`config.mk`:
```
export PLATFORM = sky130hd
export DESIGN_NAME = data_logger
export DESIGN_NICKNAME = d
export VERILOG_FILES = /design/src/logic/logger_pkg.sv /design/src/logic/meter_framer.sv /design/src/logic/logic_event_capture.sv /design/src/logic/record_store.sv /design/src/logic/dump_serializer.sv /design/src/logic/data_logger.sv
export SDC_FILE = /design/constraint.sdc
export NUM_CORES = 2
export LEC_CHECK = 0
export BUFFER_PORTS_ARGS = -buffer_cell sky130_fd_sc_hd__buf_2
export CAP_MARGIN = 20
export CELL_PAD_IN_SITES_DETAIL_PLACEMENT = 1
export CELL_PAD_IN_SITES_GLOBAL_PLACEMENT = 2
export CORE_MARGIN = 3
export CORE_UTILIZATION = 46
export CTS_CLUSTER_DIAMETER = 50
export CTS_CLUSTER_SIZE = 40
export DETAILED_ROUTE_END_ITERATION = 8
export PLACE_DENSITY_LB_ADDON = 0.1
export SETUP_SLACK_MARGIN = 0.15
export SLEW_MARGIN = 25
export SYNTH_ARGS = -nofsm -noshare
export SYNTH_HDL_FRONTEND = slang
export SYNTH_SLANG_ARGS = --single-unit
```
`constraint.sdc`:
```
create_clock -name clk100 -period 4.6 [get_ports clk100]
set_input_delay 0.92 -clock clk100 [delete_from_list [all_inputs] [get_ports clk100]]
set_output_delay 0.92 -clock clk100 [all_outputs]
set_load 0.005 [all_outputs]
```
`src/logic/logger_pkg.sv`:
```
package logger_pkg;

	////////////////////////////////////////////////////////////
	// Meter input
	////////////////////////////////////////////////////////////

	typedef struct packed {
		logic [11:0] voltage;
		logic [11:0] current;
	} meter_sample_t;

	////////////////////////////////////////////////////////////
	// Stored record, 32 bits
	////////////////////////////////////////////////////////////

	// Meter payload is {voltage, current}
	// Logic payload is {pins, 8'h00}
	// Checksum is the low six bits of a byte sum
	//   meter: voltage[11:4] + {voltage[3:0], current[11:8]} + current[7:0]
	//   logic: pins[15:8] + pins[7:0]
	typedef struct packed {
		logic [23:0] payload;   // Bits 31..8
		logic [5:0]  checksum;  // Bits 7..2
		logic        kind;      // 0 meter, 1 logic
		logic        valid;     // Always set in a stored record
	} record_t;

	localparam logic KIND_METER = 1'b0;
	localparam logic KIND_LOGIC = 1'b1;

	function automatic logic [5:0] meter_checksum(input meter_sample_t s);
		logic [9:0] sum;
		sum = {2'b00, s.voltage[11:4]}
			+ {2'b00, s.voltage[3:0], s.current[11:8]}
			+ {2'b00, s.current[7:0]};
		return sum[5:0];
	endfunction

	function automatic logic [5:0] logic_checksum(input logic [15:0] pins);
		logic [8:0] sum;
		sum = {1'b0, pins[15:8]} + {1'b0, pins[7:0]};
		return sum[5:0];
	endfunction

	////////////////////////////////////////////////////////////
	// Wishbone byte master, classic cycle
	////////////////////////////////////////////////////////////

	typedef struct packed {
		logic       cyc;
		logic       stb;
		logic       we;
		logic [7:0] dat;
	} wb_byte_req_t;

	// First byte of each dumped record
	localparam logic [7:0] METER_HEADER = 8'h0A;
	localparam logic [7:0] LOGIC_HEADER = 8'h0C;

	// Run control of the record store
	typedef enum logic [1:0] {
		RUN_IDLE,
		RUN_SAMPLING,
		RUN_DUMPING,
		RUN_DONE
	} run_state_e;

endpackage

```
`src/logic/meter_framer.sv`:
```
`timescale 1ns/10ps

module meter_framer (
	input  logic                    clk100,
	input  logic                    rst_p,
	input  logger_pkg::meter_sample_t sample,
	input  logic                    sample_valid,
	output logger_pkg::record_t     rec,
	output logic                    pending,
	input  logic                    take
);

	logic load;

	// Samples arriving while a record waits are dropped
	assign load = sample_valid && !pending;

	always_ff @(posedge clk100 or posedge rst_p) begin
		if (rst_p) begin
			pending <= 1'b0;
		end else if (pending) begin
			if (take) begin
				pending <= 1'b0;  // Store accepted it
			end
		end else if (load) begin
			pending <= 1'b1;
		end
	end

	// Record payload
	always_ff @(posedge clk100) begin
		if (load) begin
			rec.payload  <= {sample.voltage, sample.current};
			rec.checksum <= logger_pkg::meter_checksum(sample);
			rec.kind     <= logger_pkg::KIND_METER;
			rec.valid    <= 1'b1;
		end
	end

	////////////////////////////////////////////////////////////
	// Checks
	////////////////////////////////////////////////////////////

	// The store only takes what is on offer
	a_take_needs_pending : assert property (
		@(posedge clk100) disable iff (rst_p)
		take |-> pending
	);

endmodule

```
`src/logic/logic_event_capture.sv`:
```
`timescale 1ns/10ps

module logic_event_capture (
	input  logic                clk100,
	input  logic                rst_p,
	input  logic [15:0]         probe_pins,
	output logger_pkg::record_t rec,
	output logic                pending,
	input  logic                take
);

	logic [15:0] pins_meta;   // First synchronizer stage
	logic [15:0] pins_sync;   // Second stage
	logic [15:0] last_word;   // Last pattern turned into a record
	logic        load;

	// A change is looked at only once the previous event is gone
	assign load = (pins_sync != last_word) && !pending;

	////////////////////////////////////////////////////////////
	// Synchronizer and event detect
	////////////////////////////////////////////////////////////

	always_ff @(posedge clk100 or posedge rst_p) begin
		if (rst_p) begin
			pins_meta <= '0;
			pins_sync <= '0;
			last_word <= '0;  // First nonzero pattern is an event
			pending   <= 1'b0;
		end else begin
			pins_meta <= probe_pins;
			pins_sync <= pins_meta;
			if (pending) begin
				if (take) begin
					pending <= 1'b0;
				end
			end else if (load) begin
				pending   <= 1'b1;
				last_word <= pins_sync;
			end
		end
	end

	// Event record
	always_ff @(posedge clk100) begin
		if (load) begin
			rec.payload  <= {pins_sync, 8'h00};
			rec.checksum <= logger_pkg::logic_checksum(pins_sync);
			rec.kind     <= logger_pkg::KIND_LOGIC;
			rec.valid    <= 1'b1;
		end
	end

endmodule

```
`src/logic/record_store.sv`:
```
`timescale 1ns/10ps

module record_store #(
	parameter int DEPTH = 64
) (
	input  logic                clk100,
	input  logic                rst_p,
	input  logic                start,
	input  logic                stop,
	input  logger_pkg::record_t meter_rec,
	input  logic                meter_pending,
	output logic                meter_take,
	input  logger_pkg::record_t logic_rec,
	input  logic                logic_pending,
	output logic                logic_take,
	output logger_pkg::record_t rec,
	output logic                rec_valid,
	input  logic                rec_taken,
	output logic                dump_done
);

	localparam int AW = $clog2(DEPTH);

	logger_pkg::run_state_e state;

	logic [AW:0]         wr_cnt;  // Records stored, one extra bit for full
	logic [AW:0]         rd_cnt;  // Records handed to the serializer
	logger_pkg::record_t mem [DEPTH];

	logic                full;
	logic                sampling;
	logic                wr_en;
	logger_pkg::record_t wr_rec;

	assign sampling = (state == logger_pkg::RUN_SAMPLING);
	assign full     = wr_cnt[AW];  // DEPTH is a power of two

	////////////////////////////////////////////////////////////
	// Source arbitration
	////////////////////////////////////////////////////////////

	// Logic events win over meter samples
	assign logic_take = sampling && !full && logic_pending;
	assign meter_take = sampling && !full && meter_pending && !logic_pending;

	assign wr_en  = logic_take || meter_take;
	assign wr_rec = logic_take ? logic_rec : meter_rec;

	////////////////////////////////////////////////////////////
	// Run control and pointers
	////////////////////////////////////////////////////////////

	always_ff @(posedge clk100 or posedge rst_p) begin
		if (rst_p) begin
			state  <= logger_pkg::RUN_IDLE;
			wr_cnt <= '0;
			rd_cnt <= '0;
		end else begin
			case (state)
				logger_pkg::RUN_IDLE, logger_pkg::RUN_DONE: begin
					if (start) begin
						state  <= logger_pkg::RUN_SAMPLING;
						wr_cnt <= '0;  // New run, empty buffer
						rd_cnt <= '0;
					end
				end
				logger_pkg::RUN_SAMPLING: begin
					if (wr_en) begin
						wr_cnt <= wr_cnt + 1'b1;
					end
					if (stop || full) begin
						state <= logger_pkg::RUN_DUMPING;
					end
				end
				logger_pkg::RUN_DUMPING: begin
					if (rd_cnt == wr_cnt) begin
						state <= logger_pkg::RUN_DONE;  // All records sent
					end else if (rec_taken) begin
						rd_cnt <= rd_cnt + 1'b1;
					end
				end
				default: begin
					state <= logger_pkg::RUN_IDLE;
				end
			endcase
		end
	end

	// Record buffer
	always_ff @(posedge clk100) begin
		if (wr_en) begin
			mem[wr_cnt[AW-1:0]] <= wr_rec;
		end
	end

	// Oldest unsent record, held until the serializer is done with it
	assign rec       = mem[rd_cnt[AW-1:0]];
	assign rec_valid = (state == logger_pkg::RUN_DUMPING) && (rd_cnt != wr_cnt);
	assign dump_done = (state == logger_pkg::RUN_DONE);

	////////////////////////////////////////////////////////////
	// Checks
	////////////////////////////////////////////////////////////

	a_no_write_full : assert property (
		@(posedge clk100) disable iff (rst_p)
		full |=> $stable(wr_cnt) || state == logger_pkg::RUN_SAMPLING && wr_cnt <= 1
	);

	a_rd_behind_wr : assert property (
		@(posedge clk100) disable iff (rst_p)
		rd_cnt <= wr_cnt
	);

endmodule

```
`src/logic/dump_serializer.sv`:
```
`timescale 1ns/10ps

module dump_serializer (
	input  logic                     clk100,
	input  logic                     rst_p,
	input  logger_pkg::record_t      rec,
	input  logic                     rec_valid,
	output logic                     rec_taken,
	output logger_pkg::wb_byte_req_t wb_req,
	input  logic                     wb_ack
);

	typedef enum logic [1:0] {
		SER_IDLE,  // Waiting for a record
		SER_BUS,   // Byte on the bus, waiting for ack
		SER_GAP,   // Strobe low for one cycle between bytes
		SER_TAKE   // Record finished
	} ser_state_e;

	ser_state_e state;
	logic [2:0] byte_cnt;  // 0 header, 1..4 payload, 5 checksum

	// Picks byte idx of the six byte frame
	function automatic logic [7:0] byte_of(input logger_pkg::record_t r, input logic [2:0] idx);
		logic [7:0] b;
		case (idx)
			3'd0: b = r.kind ? logger_pkg::LOGIC_HEADER : logger_pkg::METER_HEADER;
			3'd1: b = r.kind ? r.payload[23:16] : {4'h0, r.payload[23:20]};
			3'd2: b = r.kind ? r.payload[15:8] : r.payload[19:12];
			3'd3: b = r.kind ? 8'h00 : {4'h0, r.payload[11:8]};
			3'd4: b = r.kind ? 8'h00 : r.payload[7:0];
			default: b = {2'b00, r.checksum};
		endcase
		return b;
	endfunction

	////////////////////////////////////////////////////////////
	// Byte sequencer and Wishbone master
	////////////////////////////////////////////////////////////

	always_ff @(posedge clk100 or posedge rst_p) begin
		if (rst_p) begin
			state    <= SER_IDLE;
			byte_cnt <= '0;
			wb_req   <= '0;
		end else begin
			case (state)
				SER_IDLE: begin
					if (rec_valid) begin
						byte_cnt   <= 3'd0;
						wb_req.cyc <= 1'b1;
						wb_req.stb <= 1'b1;
						wb_req.we  <= 1'b1;
						wb_req.dat <= byte_of(rec, 3'd0);
						state      <= SER_BUS;
					end
				end
				SER_BUS: begin
					if (wb_ack) begin
						wb_req.cyc <= 1'b0;
						wb_req.stb <= 1'b0;
						wb_req.we  <= 1'b0;
						if (byte_cnt == 3'd5) begin
							state <= SER_TAKE;
						end else begin
							byte_cnt <= byte_cnt + 3'd1;
							state    <= SER_GAP;
						end
					end
				end
				SER_GAP: begin
					wb_req.cyc <= 1'b1;
					wb_req.stb <= 1'b1;
					wb_req.we  <= 1'b1;
					wb_req.dat <= byte_of(rec, byte_cnt);
					state      <= SER_BUS;
				end
				default: begin
					state <= SER_IDLE;  // Store moves on during this cycle
				end
			endcase
		end
	end

	assign rec_taken = (state == SER_TAKE);

	// Held byte survives any amount of back-pressure
	a_dat_stable : assert property (
		@(posedge clk100) disable iff (rst_p)
		wb_req.stb && !wb_ack |=> wb_req.stb && $stable(wb_req.dat)
	);

endmodule

```
`src/logic/data_logger.sv`:
```
`timescale 1ns/10ps

module data_logger #(
	parameter int DEPTH = 64
) (
	input  logic                      clk100,
	input  logic                      rst_p,
	input  logic                      start,
	input  logic                      stop,
	input  logger_pkg::meter_sample_t sample,
	input  logic                      sample_valid,
	input  logic [15:0]               probe_pins,
	output logger_pkg::wb_byte_req_t  wb_req,
	input  logic                      wb_ack,
	output logic                      dump_done
);

	logger_pkg::record_t meter_rec;
	logic                meter_pending;
	logic                meter_take;

	logger_pkg::record_t logic_rec;
	logic                logic_pending;
	logic                logic_take;

	logger_pkg::record_t dump_rec;    // Store to serializer
	logic                rec_valid;
	logic                rec_taken;

	////////////////////////////////////////////////////////////
	// Sources
	////////////////////////////////////////////////////////////

	meter_framer i_meter_framer (
		.clk100       (clk100),
		.rst_p        (rst_p),
		.sample       (sample),
		.sample_valid (sample_valid),
		.rec          (meter_rec),
		.pending      (meter_pending),
		.take         (meter_take)
	);

	logic_event_capture i_logic_event_capture (
		.clk100     (clk100),
		.rst_p      (rst_p),
		.probe_pins (probe_pins),
		.rec        (logic_rec),
		.pending    (logic_pending),
		.take       (logic_take)
	);

	////////////////////////////////////////////////////////////
	// Buffer and readout
	////////////////////////////////////////////////////////////

	record_store #(
		.DEPTH (DEPTH)
	) i_record_store (
		.clk100        (clk100),
		.rst_p         (rst_p),
		.start         (start),
		.stop          (stop),
		.meter_rec     (meter_rec),
		.meter_pending (meter_pending),
		.meter_take    (meter_take),
		.logic_rec     (logic_rec),
		.logic_pending (logic_pending),
		.logic_take    (logic_take),
		.rec           (dump_rec),
		.rec_valid     (rec_valid),
		.rec_taken     (rec_taken),
		.dump_done     (dump_done)
	);

	dump_serializer i_dump_serializer (
		.clk100    (clk100),
		.rst_p     (rst_p),
		.rec       (dump_rec),
		.rec_valid (rec_valid),
		.rec_taken (rec_taken),
		.wb_req    (wb_req),
		.wb_ack    (wb_ack)
	);

endmodule

```
-- Word-level counts from Yosys, hierarchy flattened
Memories as Yosys holds them, arrays and structs flattened.
Cells that the tools add are included.
- flip-flop bits (word level): 134
- output and inout port bits: 12
- bits in writable memories: 2048
- bits of input ports: 46
- memories: 1
- word-level logic and storage cells: 115
- memory list (name ; words ; bits a word ; read ports ; clocked after memory_dff ; wr ports ; RTL line ; RTL):
    i_record_store.mem ; 64 ; 32 ; 1 ; 0 ; 1 ; record_store.sv:28 ; logger_pkg::record_t mem [DEPTH];
- reductions and logical operators: 29
- eq/ne operators: 23
- mux-type cells: 37
- bitwise gates (word level): 1
- add/subtract/negate cells: 6
- operator list (cell ; count):
    $pmux W8 S5 ; 1
    $mux W32 ; 1
    $mux W7 ; 4
    $pmux W7 S2 ; 2
    $mux W8 ; 3
    $add A6 B6 Y6 ; 3
    $ne A16 B16 Y1 ; 1
    $pmux W8 S2 ; 1
    $mux W3 ; 5
    $add A7 B1 Y7 const B ; 2
    $ne A2 B2 Y1 const B ; 6
    $pmux W2 S3 ; 2
    $mux W11 ; 1
    $mux W2 ; 5
    $mux W1 ; 9
    $pmux W3 S3 ; 1
    $reduce_and A3 Y1 ; 3
    $eq A2 B2 Y1 const B ; 4
    $reduce_and A4 Y1 ; 2
    $reduce_bool A2 Y1 ; 4
    $eq A7 B7 Y1 ; 1
    $logic_and A1 B1 Y1 ; 7
    $ne A7 B7 Y1 ; 1
    $eq A3 B2 Y1 const B ; 2
    other kinds (15) ; 25

-- Longest topological paths before layout
- depth after elaboration: 7
- depth in mapped cells: 14
- depth with buffers taken out: 10

-- Hierarchy
A second synthesis with hierarchy kept.
- cells, all modules: 4266
- area total of the unflattened synthesis: 84880.2 um^2
- modules (own cells, without submodules) (module ; sequential area each (um^2) ; times used ; cells an instance ; area each (um^2)):
    record_store ; 61899.4 ; 1 ; 3926 ; 79932.9
    logic_event_capture ; 1886.8 ; 1 ; 147 ; 2643.8
    meter_framer ; 925.9 ; 1 ; 69 ; 1256.2
    dump_serializer ; 350.3 ; 1 ; 124 ; 1047.3

-- Worst setup path before layout
Ideal clock, no wire load.
- path type: reg-to-reg
- start point: register i_record_store.state[1]
- end point: memory i_record_store.mem[40][10] in the netlist's numbering (enable)
- cell stages (with the launch flop): 7
- slack: -0.189 ns
- clock period less this slack: 4.789 ns
- arrival: 4.291 ns
- data required time: 4.102 ns
- setup time: 0.498 ns
- path buffers: 0
- cells stage by stage: dfrtp_1 -> inv_1 -> ha_1 -> nand2b_1 -> nor2_1 -> nand4b_1 -> nor4_1
- cells in the longest elaborated chain, start to end: 7
- elaborated cells between the ends (all ways): 8
- classes of those cells: eq/ne (1); mux (2); reduce/logical (5)
- RTL lines (element ; RTL line ; RTL):
    from (decl) ; record_store.sv:24 ; logger_pkg::run_state_e state;
    from (signal assigned) ; record_store.sv:55 ; state <= logger_pkg::RUN_IDLE;
    from (signal assigned) ; record_store.sv:62 ; state <= logger_pkg::RUN_SAMPLING;
    from (signal assigned) ; record_store.sv:72 ; state <= logger_pkg::RUN_DUMPING;
    $eq A2 B1 Y1 * ; record_store.sv:35 ; assign sampling = (state == logger_pkg::RUN_SAMPLING);
    $logic_and A1 B1 Y1 * ; record_store.sv:43, record_store.sv:44 ;
    $logic_and A1 B1 Y1 (2 in series) ; record_store.sv:44 ; assign meter_take = sampling && !full && meter_pending && !logic_pending;
    $logic_or A1 B1 Y1 * ; record_store.sv:46 ; assign wr_en = logic_take || meter_take;
    $mux W1 * ; record_store.sv:91 ; if (wr_en) begin
    $mux W1 (not written as such) * ; record_store.sv:92 ; mem[wr_cnt[AW-1:0]] <= wr_rec;
    to (decl) ; record_store.sv:28 ;
Mark *: on every way between the ends. The rest lies on a longest branch, timed or not.

-- Final worst setup path
- start point: register i_record_store.rd_cnt[0]
- end point: register i_dump_serializer.wb_req[0] (netlist name)
- cells in the longest elaborated chain, start to end: 4
- elaborated cells between the ends (all ways): 11
- classes of those cells: eq/ne (2); mux (6); reduce/logical (2); memory (1)
- RTL lines (element ; RTL line ; RTL):
    from (decl) ; record_store.sv:27 ; logic [AW:0] rd_cnt;
    from (signal assigned) ; record_store.sv:79 ; rd_cnt <= rd_cnt + 1'b1;
    $mem_v2 Z64 W32 / $ne A7 B7 Y1 (equally long branches) ; - ;
    $mux W8 (tied with other cells) ; dump_serializer.sv:31 ; 3'd4: b = r.kind ? 8'h00 : r.payload[7:0];
    $pmux W8 S5 / $ne A2 B1 Y1 (equally long branches) ; - ;
    $pmux W8 S2 / $reduce_and A2 Y1 (equally long branches) ; - ;
Several ways; a longest one is shown, not always the timed one.
A chain may end at the register's enable or synchronous reset.

==> metrics.txt <==
# TYPE chip_impl_metric gauge
chip_impl_info{name="ys_top_cells_by_area",value="sky130_fd_sc_hd__edfxtp_1 (75%), sky130_fd_sc_hd__mux4_2 (12%), sky130_fd_sc_hd__dfrtp_1 (2.4%)"} 1
chip_impl_info{name="most_common_cell_in_the_synthesized_netlist",value="sky130_fd_sc_hd__edfxtp_1"} 1
chip_impl_metric{name="powerDensity",unit="nW/µm²"} 573
chip_impl_metric{name="cts.sink_count",unit=""} 2116
chip_impl_metric{name="fin_crit",unit="ns"} 3.93
chip_impl_metric{name="clk_latency",unit="ns"} 0.86
chip_impl_metric{name="fin_util",unit="%"} 53.1
chip_impl_metric{name="timing.critical_path.required",unit="ns"} 5.32
chip_impl_metric{name="report.final.setup_viol",unit=""} 0
chip_impl_metric{name="postSynthNetCount",unit=""} 3962
chip_impl_metric{name="place.port_buffers",unit=""} 57
chip_impl_info{name="synthFlopType",value="sky130_fd_sc_hd__edfxtp_1"} 1
chip_impl_metric{name="yosysWarnings",unit=""} 0
chip_impl_info{name="result_of_the_run",value="complete, no violations"} 1
chip_impl_metric{name="max-vdd-ir-drop",unit="mV"} 0.429
chip_impl_metric{name="grtUsageTotal",unit="%"} 27.7
chip_impl_metric{name="rr_worst_depth",unit=""} 11
chip_impl_metric{name="wirelength_met1",unit="mm"} 105
chip_impl_metric{name="post_route_clock_skew",unit="ns"} 0.0347
chip_impl_metric{name="layout_worst_path_cycle_share",unit="%"} 85.5
chip_impl_metric{name="cp_slowest_stage_delay",unit="ns"} 1.01
chip_impl_info{name="holdCritStartpoint",value="probe_pins[6]"} 1
chip_impl_info{name="ranking_of_synthesized_cells_by_instance_count",value="sky130_fd_sc_hd__edfxtp_1 (2036), sky130_fd_sc_hd__mux4_2 (432), sky130_fd_sc_hd__mux2i_1 (170), sky130_fd_sc_hd__nor2_1 (120), sky130_fd_sc_hd__nand2_1 (117)"} 1
chip_impl_metric{name="num_vias",unit=""} 42000
chip_impl_metric{name="reg2reg_setup_slack",unit="ns"} 0.67
chip_impl_metric{name="io_pins",unit=""} 58
chip_impl_metric{name="number_of_nets_with_antenna_violations_after_routing",unit=""} 0
chip_impl_info{name="timing.rr.start",value="i_record_store.rd_cnt[0]"} 1
chip_impl_metric{name="post-cts-setup-buffers",unit=""} 0
chip_impl_info{name="rsz0062_at_grt",value="no"} 1
chip_impl_metric{name="min_path_cells",unit=""} 1
chip_impl_metric{name="core_region_area",unit="µm²"} 177000
chip_impl_metric{name="detailedRoute.firstIterationViolations",unit=""} 4810
chip_impl_metric{name="synth_cells",unit=""} 3889
chip_impl_metric{name="synth_area_per_inst",unit="µm²"} 21.1
chip_impl_metric{name="initial_core_util",unit="%"} 46.4
chip_impl_metric{name="slew_violations",unit=""} 0
chip_impl_metric{name="arrival_time_of_data_at_the_critical_path_endpoint",unit="ns"} 4.66
chip_impl_metric{name="placement_rows",unit=""} 154
chip_impl_metric{name="count_of_endpoints_failing_hold_in_the_final_timing_report",unit=""} 0
chip_impl_metric{name="route.met3.wl",unit="mm"} 16.3
chip_impl_metric{name="maxClockFrequency",unit="MHz"} 254
chip_impl_info{name="cp_startpoint",value="i_record_store.rd_cnt[0]"} 1
chip_impl_metric{name="drt-vias-per-instance",unit=""} 6.28
chip_impl_metric{name="met2WireLength",unit="mm"} 124
chip_impl_metric{name="tritoncts.num_buffers",unit=""} 181
chip_impl_metric{name="fillers",unit=""} 15200
chip_impl_metric{name="slew_headroom",unit="%"} 16.9
chip_impl_info{name="worstHoldEndpoint",value="i_logic_event_capture.pins_meta[6]"} 1
chip_impl_metric{name="routed_wire_length_per_instance",unit="µm"} 37.9
chip_impl_metric{name="crit_path_max_fanout",unit=""} 22
chip_impl_metric{name="postRouteWirelength",unit="mm"} 253
chip_impl_metric{name="die-height",unit="µm"} 428
chip_impl_metric{name="clk_pin_slew",unit="ns"} 0.07
chip_impl_metric{name="p_leak",unit="nW"} 29.2
chip_impl_metric{name="final_power",unit="mW"} 53.7
chip_impl_info{name="critical_path.cell_chain",value="buf_12 -> buf_4 -> nor2b_1 -> a2bb2oi_1 -> a311oi_1 -> a211oi_1 -> nor2b_1 -> buf_4 -> a221oi_1 -> nor2_1 -> a221o_1"} 1
chip_impl_info{name="synth_largest_area_cell",value="sky130_fd_sc_hd__edfxtp_1"} 1
chip_impl_metric{name="die_x",unit="µm"} 428
chip_impl_metric{name="syn_to_final_growth",unit="%"} 14.5
chip_impl_metric{name="hold_buffers",unit=""} 0
chip_impl_metric{name="antenna_found_initial",unit=""} 19
chip_impl_metric{name="worst_pin_slew",unit="ns"} 1.24
chip_impl_metric{name="grt_pass1_wl",unit="mm"} 352
chip_impl_metric{name="synth_top_area_share",unit="%"} 74.6
chip_impl_metric{name="placed_wire_length_estimate_after_detailed_placement",unit="mm"} 150
chip_impl_metric{name="vias_in_the_first_global_route",unit=""} 43200
chip_impl_metric{name="post_cts_resize_count",unit=""} 0
chip_impl_metric{name="grt_start_max_net_pins",unit=""} 68
chip_impl_metric{name="drive_gt1_share",unit="%"} 29.0
chip_impl_metric{name="cts_max_path_buffers",unit=""} 3
chip_impl_info{name="worst_hold_path_type",value="primary input to flop"} 1
chip_impl_metric{name="synthesized_flop_and_latch_total",unit=""} 2116
chip_impl_info{name="critical_path.endpoint_type",value="flop"} 1
chip_impl_info{name="slowest_stage",value="sky130_fd_sc_hd__a211oi_1"} 1
chip_impl_metric{name="die_area",unit="µm²"} 183000
chip_impl_metric{name="synth_enable_flop_cells",unit=""} 2036
chip_impl_metric{name="detailedRoute.firstPassIterationCount",unit=""} 5
chip_impl_metric{name="synthesis.area",unit="µm²"} 81900
chip_impl_info{name="start_kind",value="flop"} 1
chip_impl_metric{name="ys_async_sr_fraction",unit="%"} 3.78
chip_impl_metric{name="grt_overflow",unit=""} 0
chip_impl_info{name="crit_type",value="flop to flop"} 1
chip_impl_metric{name="gp_routability_congestion",unit=""} 0.821
chip_impl_metric{name="synth_sequential_area_ratio",unit="%"} 77.1
chip_impl_metric{name="cap_violations",unit=""} 0
chip_impl_info{name="clk_root_buffer_cell",value="sky130_fd_sc_hd__clkbuf_16"} 1
chip_impl_info{name="timing.rr.end",value="i_dump_serializer.wb_req[0]"} 1
chip_impl_info{name="top_signal_layer_used",value="met5"} 1
chip_impl_info{name="tritoncts",value="done"} 1
chip_impl_metric{name="drc",unit=""} 0
chip_impl_metric{name="nets",unit=""} 4262
chip_impl_metric{name="timing.setup.tns",unit="ns"} 0
chip_impl_metric{name="ys_types",unit=""} 72
chip_impl_metric{name="cts-htree-levels",unit=""} 4
-- cells in the final DEF, fill, tap and decap left out, types with 26 or more instances in the layout --
master                         n
sky130_fd_sc_hd__buf_12       57
sky130_fd_sc_hd__nor2_1       57
sky130_fd_sc_hd__o21ai_0      49
sky130_fd_sc_hd__nand3_1      46
sky130_fd_sc_hd__nor2_4       62
sky130_fd_sc_hd__dfrtp_1      74
sky130_fd_sc_hd__buf_2        57
sky130_fd_sc_hd__o22ai_1      37
sky130_fd_sc_hd__clkinv_8     26
sky130_fd_sc_hd__clkbuf_16   186
sky130_fd_sc_hd__a22oi_1      74
sky130_fd_sc_hd__xnor2_1      31
sky130_fd_sc_hd__inv_6        42
sky130_fd_sc_hd__mux2i_1     170
sky130_fd_sc_hd__buf_4       208
sky130_fd_sc_hd__mux2_2       69
sky130_fd_sc_hd__mux4_2      432
sky130_fd_sc_hd__a21oi_1      67
sky130_fd_sc_hd__edfxtp_1   2036
sky130_fd_sc_hd__nand2_1     117
-- power by group --
group | switching, mW | total [mW] | leakage [nW] | internal, mW
sequential | 0.442 | 24.2 | 19.3 | 23.7
clock | 7.90 | 16.5 | 3.16 | 8.61
combinational | 8.16 | 13.0 | 6.74 | 4.88
total | 16.5 | 53.7 | 29.2 | 37.2
-- logic make-up after synthesis --
logic type	share of synthesized area, %
flip-flops	77.1
multiplexers	14.9
AND/OR/NAND/NOR	2.42
AO/OA/AOI/OAI	3.15
buffers and inverters	1.49
XOR/XNOR	0.460
adder cells (fa/ha/maj)	0.476
-- critical path: cells and delay by family (launching register included) --
family	cells	cell delay [ns]
AO/OA/AOI/OAI	5	1.88
buffers and inverters	3	0.87
flip-flops	1	0.77
AND/OR/NAND/NOR	3	0.27
-- stage by stage --
stage / hold slack [ns] / area, µm² / worst slack, ns / instances
after CTS: 0.121 / 93900 / 0.718 / 6688
after global routing: 0.142 / 93900 / 0.560 / 6689
final: 0.193 / 93900 / 0.665 / 6691
after global placement: 0.333 / 87300 / 0.729 / 6344
after floorplan: 0.331 / 81900 / 0.895 / 3889
after detailed placement: 0.336 / 87400 / 0.776 / 6346
-- layer usage --
metal  GRT usage (%)  vias to the layer above
li1                -                    16800
met1            38.9                    23300
met2            45.5                     1572
met3            4.07                      348
met4            8.09                        2
met5               0                        -
-- sequential cells by signal, indices dropped and copies added, names as in the netlist --
| register | flops |
|---|---|
| i_logic_event_capture.last_word | 16 |
| i_logic_event_capture.pins_sync | 16 |
| i_meter_framer.pending | 1 |
| i_dump_serializer.byte_cnt | 3 |
| i_dump_serializer.wb_req | 9 |
| i_dump_serializer.state | 2 |
| i_record_store.state | 2 |
| i_logic_event_capture.pending | 1 |
| i_record_store.wr_cnt | 7 |
| i_record_store.mem | 1984 |
| i_logic_event_capture.pins_meta | 16 |
| i_meter_framer.rec | 30 |
| i_record_store.rd_cnt | 7 |
| i_logic_event_capture.rec | 22 |
-- final cells by class --
cell class	count	area [µm²]	share of cell area (%)
tap	2340	2930	3.12
inverter	27	109	0.116
timing repair buffer	324	3030	3.23
antenna	3	7.51	0.00800
clock buffer	191	4670	4.98
clock inverter	151	1810	1.93
sequential	2116	63200	67.3
multi-input combinational	1539	18100	19.3
-- how the worst max path moves through the flow --
stage | end | slack (ns)
after floorplan | i_record_store.mem[57][10] | 0.90
after global placement | i_dump_serializer.wb_req[2] | 0.73
after detailed placement | i_dump_serializer.wb_req[2] | 0.78
after CTS | i_dump_serializer.wb_req[3] | 0.72
after global routing | i_dump_serializer.wb_req[1] | 0.56
final | i_dump_serializer.wb_req[0] | 0.67
Power figures use the tool's default switching activity.
